$ cat config.mk
export PLATFORM = sky130hd
export DESIGN_NAME = gsharePredictor
export DESIGN_NICKNAME = d
export VERILOG_FILES = /design/src/counterPkg.sv /design/src/indexPkg.sv /design/src/branchIndex.sv /design/src/counterUpdate.sv /design/src/gsharePredictor.sv /design/src/patternTable.sv
export SDC_FILE = /design/constraint.sdc
export NUM_CORES = 2
export LEC_CHECK = 0
export BUFFER_PORTS_ARGS = -buffer_cell sky130_fd_sc_hd__buf_2
export CORE_UTILIZATION = 30
export DETAILED_ROUTE_END_ITERATION = 6
export MAX_ROUTING_LAYER = met4
export PLACE_DENSITY = 0.46
export SLEW_MARGIN = 20
export SYNTH_ARGS = -nofsm -noshare
export SYNTH_HDL_FRONTEND = slang
export SYNTH_HIERARCHICAL = 1
export SYNTH_SLANG_ARGS = --single-unit
$ cat constraint.sdc
create_clock -name clk -period 26.5 [get_ports clk]
set_clock_uncertainty 0.05 [all_clocks]
set_input_delay 2.65 -clock clk [delete_from_list [all_inputs] [get_ports clk]]
set_output_delay 2.65 -clock clk [all_outputs]
set_load 0.1 [all_outputs]
$ cat src/counterPkg.sv
////////////////////////////////////////////////////////////
// 2-bit saturating counter definitions
// state encoding of each pattern table entry and the
// value every entry takes after the reset sweep
////////////////////////////////////////////////////////////

`default_nettype none

package counterPkg;

	// msb is the predicted direction
	// lsb is the hysteresis, it keeps one odd outcome from flipping the prediction
	typedef enum logic [1:0] {
		strongNotTaken = 2'd0,
		weakNotTaken   = 2'd1,
		weakTaken      = 2'd2,
		strongTaken    = 2'd3
	} counterState;

	// weakly not taken, so a single taken outcome is enough
	// to move a fresh entry towards taken
	localparam counterState counterResetState = weakNotTaken;

endpackage

`default_nettype wire

$ cat src/indexPkg.sv
////////////////////////////////////////////////////////////
// gshare index definitions
// program counter width, instruction alignment and the
// default width of the table index and global history
////////////////////////////////////////////////////////////

`default_nettype none

package indexPkg;

	// full program counter width
	localparam int pcWidth = 32;

	// instructions are word aligned, low bits carry no information
	localparam int pcOffset = 2;

	// index and history width unless the top level overrides it
	// 10 bits gives a 1024 entry table
	localparam int defaultIndexBits = 10;

	// one program counter word
	typedef logic [pcWidth-1:0] pcAddr;

endpackage

`default_nettype wire

$ cat src/branchIndex.sv
////////////////////////////////////////////////////////////
// gshare index formation
// keeps the global history of resolved branch outcomes and
// hashes it with the aligned pc to address the table
////////////////////////////////////////////////////////////

`default_nettype none

module branchIndex import indexPkg::*; #(
	parameter int indexBits = defaultIndexBits
) (
	input  logic                 clk,
	input  logic                 reset,
	input  pcAddr                pc,
	input  logic                 resolve,
	input  logic                 wasTaken,
	input  logic                 ready,
	output logic [indexBits-1:0] lookupIndex
);

	// most recent outcome sits in bit 0
	logic [indexBits-1:0] globalHistory;

	// pc bits just above the alignment offset
	logic [indexBits-1:0] pcBits;

	// history only moves on resolved branches
	// a resolve during the table sweep is dropped, same as the table write
	always_ff @(posedge clk) begin
		if (reset) begin
			globalHistory <= '0;
		end else if (resolve && ready) begin
			// oldest outcome falls off the top
			globalHistory <= {globalHistory[indexBits-2:0], wasTaken};
		end
	end

	// skip the alignment bits, they are always zero
	assign pcBits = pc[pcOffset +: indexBits];

	// gshare hash
	// a lookup in the same cycle as a resolve still sees the old history
	// since the register only updates on the edge
	assign lookupIndex = pcBits ^ globalHistory;

endmodule

`default_nettype wire

$ cat src/counterUpdate.sv
////////////////////////////////////////////////////////////
// counter update for resolved branches
// saturating next state of the counter the prediction
// used, plus a registered misprediction flag
////////////////////////////////////////////////////////////

`default_nettype none

module counterUpdate import indexPkg::*, counterPkg::*; #(
	parameter int indexBits = defaultIndexBits
) (
	input  logic        clk,
	input  logic        reset,
	input  logic        resolve,
	input  logic        ready,
	input  counterState resolveState,
	input  logic        wasTaken,
	output logic        writeEnable,
	output counterState newState,
	output logic        mispredict
);

	// history shifts by one bit, so the index needs at least two
	if (indexBits < 2) begin : gWidthCheck
		$error("indexBits must be at least 2");
	end

	// no write while the table is still being swept
	assign writeEnable = resolve && ready;

	// step towards the outcome, hold at either end
	always_comb begin
		case (resolveState)
			strongNotTaken: newState = wasTaken ? weakNotTaken : strongNotTaken;
			weakNotTaken:   newState = wasTaken ? weakTaken : strongNotTaken;
			weakTaken:      newState = wasTaken ? strongTaken : weakNotTaken;
			strongTaken:    newState = wasTaken ? strongTaken : weakTaken;
			default:        newState = counterResetState;
		endcase
	end

	// predicted direction was the msb of the state handed back
	always_ff @(posedge clk) begin
		if (reset)
			mispredict <= 1'b0;
		else
			mispredict <= writeEnable && (resolveState[1] != wasTaken);
	end

endmodule

`default_nettype wire

$ cat src/gsharePredictor.sv
////////////////////////////////////////////////////////////
// gshare branch direction predictor
// lookup hashes pc with global history into the counter
// table, resolve steps the used counter and the history
////////////////////////////////////////////////////////////

`default_nettype none

module gsharePredictor import indexPkg::*, counterPkg::*; #(
	parameter int indexBits = defaultIndexBits
) (
	input  logic                 clk,
	input  logic                 reset,
	// lookup side
	input  logic                 lookup,
	input  pcAddr                pc,
	output logic                 predictValid,
	output logic                 predictTaken,
	output counterState          predictState,
	output logic [indexBits-1:0] predictIndex,
	// resolve side
	input  logic                 resolve,
	input  logic [indexBits-1:0] resolveIndex,
	input  counterState          resolveState,
	input  logic                 wasTaken,
	output logic                 mispredict,
	// high once the table sweep is done
	output logic                 ready
);

	// hashed address for this cycle's lookup
	logic [indexBits-1:0] lookupIndex;

	// update path into the table
	logic        writeEnable;
	counterState newState;

	// decode side, history and hash
	branchIndex #(
		.indexBits(indexBits)
	) indexGen (
		.clk        (clk),
		.reset      (reset),
		.pc         (pc),
		.resolve    (resolve),
		.wasTaken   (wasTaken),
		.ready      (ready),
		.lookupIndex(lookupIndex)
	);

	// counter memory, also owns ready
	patternTable #(
		.indexBits(indexBits)
	) pht (
		.clk         (clk),
		.reset       (reset),
		.lookup      (lookup),
		.lookupIndex (lookupIndex),
		.writeEnable (writeEnable),
		.resolveIndex(resolveIndex),
		.newState    (newState),
		.ready       (ready),
		.predictValid(predictValid),
		.predictTaken(predictTaken),
		.predictState(predictState),
		.predictIndex(predictIndex)
	);

	// execute side counter step
	counterUpdate #(
		.indexBits(indexBits)
	) update (
		.clk         (clk),
		.reset       (reset),
		.resolve     (resolve),
		.ready       (ready),
		.resolveState(resolveState),
		.wasTaken    (wasTaken),
		.writeEnable (writeEnable),
		.newState    (newState),
		.mispredict  (mispredict)
	);

endmodule

`default_nettype wire

$ cat src/patternTable.sv
////////////////////////////////////////////////////////////
// pattern history table
// 2-bit counter memory with a reset sweep, one registered
// lookup read port and one write port for resolved branches
////////////////////////////////////////////////////////////

`default_nettype none

module patternTable import indexPkg::*, counterPkg::*; #(
	parameter int indexBits = defaultIndexBits
) (
	input  logic                 clk,
	input  logic                 reset,
	input  logic                 lookup,
	input  logic [indexBits-1:0] lookupIndex,
	input  logic                 writeEnable,
	input  logic [indexBits-1:0] resolveIndex,
	input  counterState          newState,
	output logic                 ready,
	output logic                 predictValid,
	output logic                 predictTaken,
	output counterState          predictState,
	output logic [indexBits-1:0] predictIndex
);

	localparam int tableDepth = 2 ** indexBits;

	// one counter per hashed index
	counterState phtMem [tableDepth];

	// walks every entry once after reset
	logic [indexBits-1:0] sweepIndex;

	// single write port shared by sweep and update
	logic                 memWrite;
	logic [indexBits-1:0] memAddr;
	counterState          memData;

	// sweep owns the port until ready
	assign memWrite = !ready || writeEnable;
	assign memAddr  = ready ? resolveIndex : sweepIndex;
	assign memData  = ready ? newState : counterResetState;

	// sweep control
	// ready goes high on the edge that writes the last entry
	always_ff @(posedge clk) begin
		if (reset) begin
			sweepIndex <= '0;
			ready      <= 1'b0;
		end else if (!ready) begin
			sweepIndex <= sweepIndex + 1'b1;
			if (sweepIndex == indexBits'(tableDepth - 1))
				ready <= 1'b1;
		end
	end

	// old entry is read on the same edge as any write, so read comes first
	always_ff @(posedge clk) begin
		if (memWrite)
			phtMem[memAddr] <= memData;
		predictState <= phtMem[lookupIndex];
		predictIndex <= lookupIndex;
	end

	// lookups before the sweep finishes get no answer
	always_ff @(posedge clk) begin
		if (reset)
			predictValid <= 1'b0;
		else
			predictValid <= lookup && ready;
	end

	// direction is the counter msb
	assign predictTaken = predictState[1];

endmodule

`default_nettype wire

==> flow_summary.yaml <==
route:
  vias: 45600
  routed_wl_mm: 255
  post_drt_wl_per_cell_um: 28.7
  drtIter0Drc: 4741
  drt_pass1_iterations: 5
  routed_via_density: 5.14
  drc_errors: 0
  ant_nets: 0
worst_hold_path:
  min_path_type: "flop to flop"
clocking:
  postCtsHoldBufs: 0
  numCtsBuffers: 220
  clk_latency_ps: 860
  cts_sinks: 2083
  cts_max_level: 4
  cts_tree: "done"
  path_clk_slew_ps: 60
  post_cts_resized: 0
  post_cts_buffers: 0
  clockBufferDepth: 3
  clockRootBuffer: "clkbuf_16"
logic_synthesis:
  ys_ff_latch: 2083
  synth-seq-area-share_pct: 73.3
  synth_area_leaders: "edfxtp_1 (72%), mux4_2 (12%), nor2_1 (4.7%)"
  async_flop_share_pct: 0
  synth.net_count: 4995
  synth_top_area_share_pct: 72.5
  synth-edff-count: 2048
  syn_area_per_cell_sq_um: 17.2
  yosys.area.top_type: "edfxtp_1"
  synth_cells: 4945
  synth_top_flop_cell: "edfxtp_1"
  netlist-cell-type-count: 68
  yosys_warnings: 6
  syn_area_sq_mm: 0.0849
layout:
  layout-drive-gt1-share_pct: 19.6
  syn_to_final_growth_pct: 13.6
  num-nets-final: 5008
  design_area_sq_mm: 0.0964
placement:
  place_area_sq_mm: 0.0894
  gp_congestion: 0.775
  post-dp-hpwl_mm: 138
  io_buffers: 42
  dp_slack_ps: 16590
sta:
  slew_viol_final: 0
  setup_ws_ps: 17720
  tns_ps: 0
  fin_crit_sh_pct: 33.1
  min_period_ps: 8780
  rsz0062_at_grt: "no"
  final_hold_viol_count: 0
  max_slew.worst_pin.slew_ps: 1180
  maxSlewHeadroom_pct: 21.2
  timing.fmax_ghz: 0.114
  setup_viol: 0
power:
  power_density_mw_per_mm2: 71.2
  ir_worst_vdd_mv: 0.0699
  power.leakage_nw: 30.8
outcome:
  outcome: "completed"
global_routing:
  grt_pass1_vias: 47400
  overflow: 0
  grt_usage_pct: 18.3
  grt_pass1_wl_mm: 359
  antenna_found_initial: 20
  grt_max_degree: 210
critical_path:
  critical_path_arrival_ps: 9470
  worstPathMaxFanout: 87
  critPathKind: "input pin to flop"
  cp-start-kind: "input pin"
  required_ps: 27190
  critPathCaptureType: "flop"
floorplanning:
  dieArea_sq_mm: 0.285
  fp.dieH_um: 534
  core_area_sq_mm: 0.280
  row_count: 194
  io_pins: 65
  die_w_um: 534
  start_util_pct: 30.3
run:
  cap_violations: 0
==> stage by stage <==
stage                     hold slack, ps  power, mW  utilization, %  std cells
final                                472       6.87            34.4       8867
after global routing                 504       7.06            34.4       8866
after CTS                            472       6.94            34.4       8864
after detailed placement             463       3.94            31.9       8459
after global placement               461       3.94            31.9       8459
after floorplan                      394       3.83               -       4945
==> area by class of cell <==
class	count	area, sq um
diodes	2	5.00
clock buffers	283	5830
clock inverters	122	1110
fillers	26600	184000
inverters	14	56.3
multi-input cells	2451	21200
flip-flops and latches	2083	62200
well taps	3724	4660
repair buffers	188	1420
==> critical path, cell delays in order <==
cell and delay, ps:
buf_2 120, xor2_4 350, buf_12 570, buf_4 760
buf_4 820, buf_4 760, buf_4 860, mux4_2 610
o22ai_1 160, nor3_1 110, a2111oi_0 720, buf_4 260
nor2_1 100, nand4_1 280, nand4b_1 120
==> state kept, by name, indices dropped and copies added, names as in the netlist <==
name / count
pht/predictIndex: 10
pht/predictValid: 1
pht/ready: 1
pht/predictState: 2
update/mispredict: 1
pht/sweepIndex: 10
pht/phtMem: 2048
indexGen/globalHistory: 10
==> routing by layer <==
metal  global-route usage, %  share of wire [%]  vias to the layer above
li1                        -                  -                    19500
met1                    23.8                 43                    24400
met2                    30.2                 50                     1395
met3                    2.69                5.7                      293
met4                    4.13                1.9                        0
met5                       -                  0                        -
==> cells by family after synthesis <==
group                      Yosys count  share of synthesized area (%)
DFF                               2083                           73.3
and+or+nand+nor                   1359                           6.48
muxes                              671                           14.4
buffers and inverters              411                           2.32
AOI/OAI and AO/OA                  399                           3.26
xor gates and xnor gates            19                          0.196
adders and majority gates            3                         0.0383
==> where the power goes <==
group | internal, mW | total (mW) | switching (mW)
clock | 1.71 | 3.00 | 1.29
sequential | 3.56 | 3.57 | 0.00225
combinational | 0.104 | 0.300 | 0.196
total | 5.38 | 6.87 | 1.49
==> worst paths after layout <==
| check | from | endpoint | slack [ps] | cells past startpoint |
|---|---|---|---|---|
| worst min register to register | indexGen/globalHistory[6] | pht/predictIndex[6] | 470 | 1 |
| worst max-delay path | pc[2] | pht/predictState[0] | 17720 | 15 |
| worst max register to register | indexGen/globalHistory[0] | pht/predictState[0] | 19140 | 14 |
| worst min-delay path | indexGen/globalHistory[6] | pht/predictIndex[6] | 470 | 1 |
==> cell usage after synthesis, drive strengths merged, types with 12 or more instances <==
master / count
nand3: 29
o22ai: 64
o21ai: 47
edfxtp: 2048
buf: 116
nand2b: 22
inv: 14
mux4: 441
mux2i: 227
clkbuf: 281
a221oi: 13
or3: 14
nand2: 105
a22oi: 47
o221ai: 89
a22o: 12
a211oi: 14
xor2: 13
a21oi: 78
nor3: 59
nor2: 1067
dfxtp: 35
==> cells in the final DEF (no fill, tap or decap), drive strengths merged, types with 4 or more instances in the layout <==
cell type / instances
edfxtp: 2048
nor2: 1067
mux4: 441
clkbuf: 283
mux2i: 227
buf: 188
nand2: 105
clkinv: 94
o221ai: 89
a21oi: 78
o22ai: 64
nor3: 59
a22oi: 47
o21ai: 47
dfxtp: 35
nand3: 29
nand2b: 22
inv: 22
bufinv: 17
a211oi: 14
or3: 14
a221oi: 13
xor2: 13
a22o: 12
or2: 10
nor2b: 10
a31oi: 8
and3: 7
nor4: 7
and2: 7
o211ai: 6
nand4: 6
xnor2: 6
nand4b: 4
o32ai: 4
(Power assumes the default switching activity.)
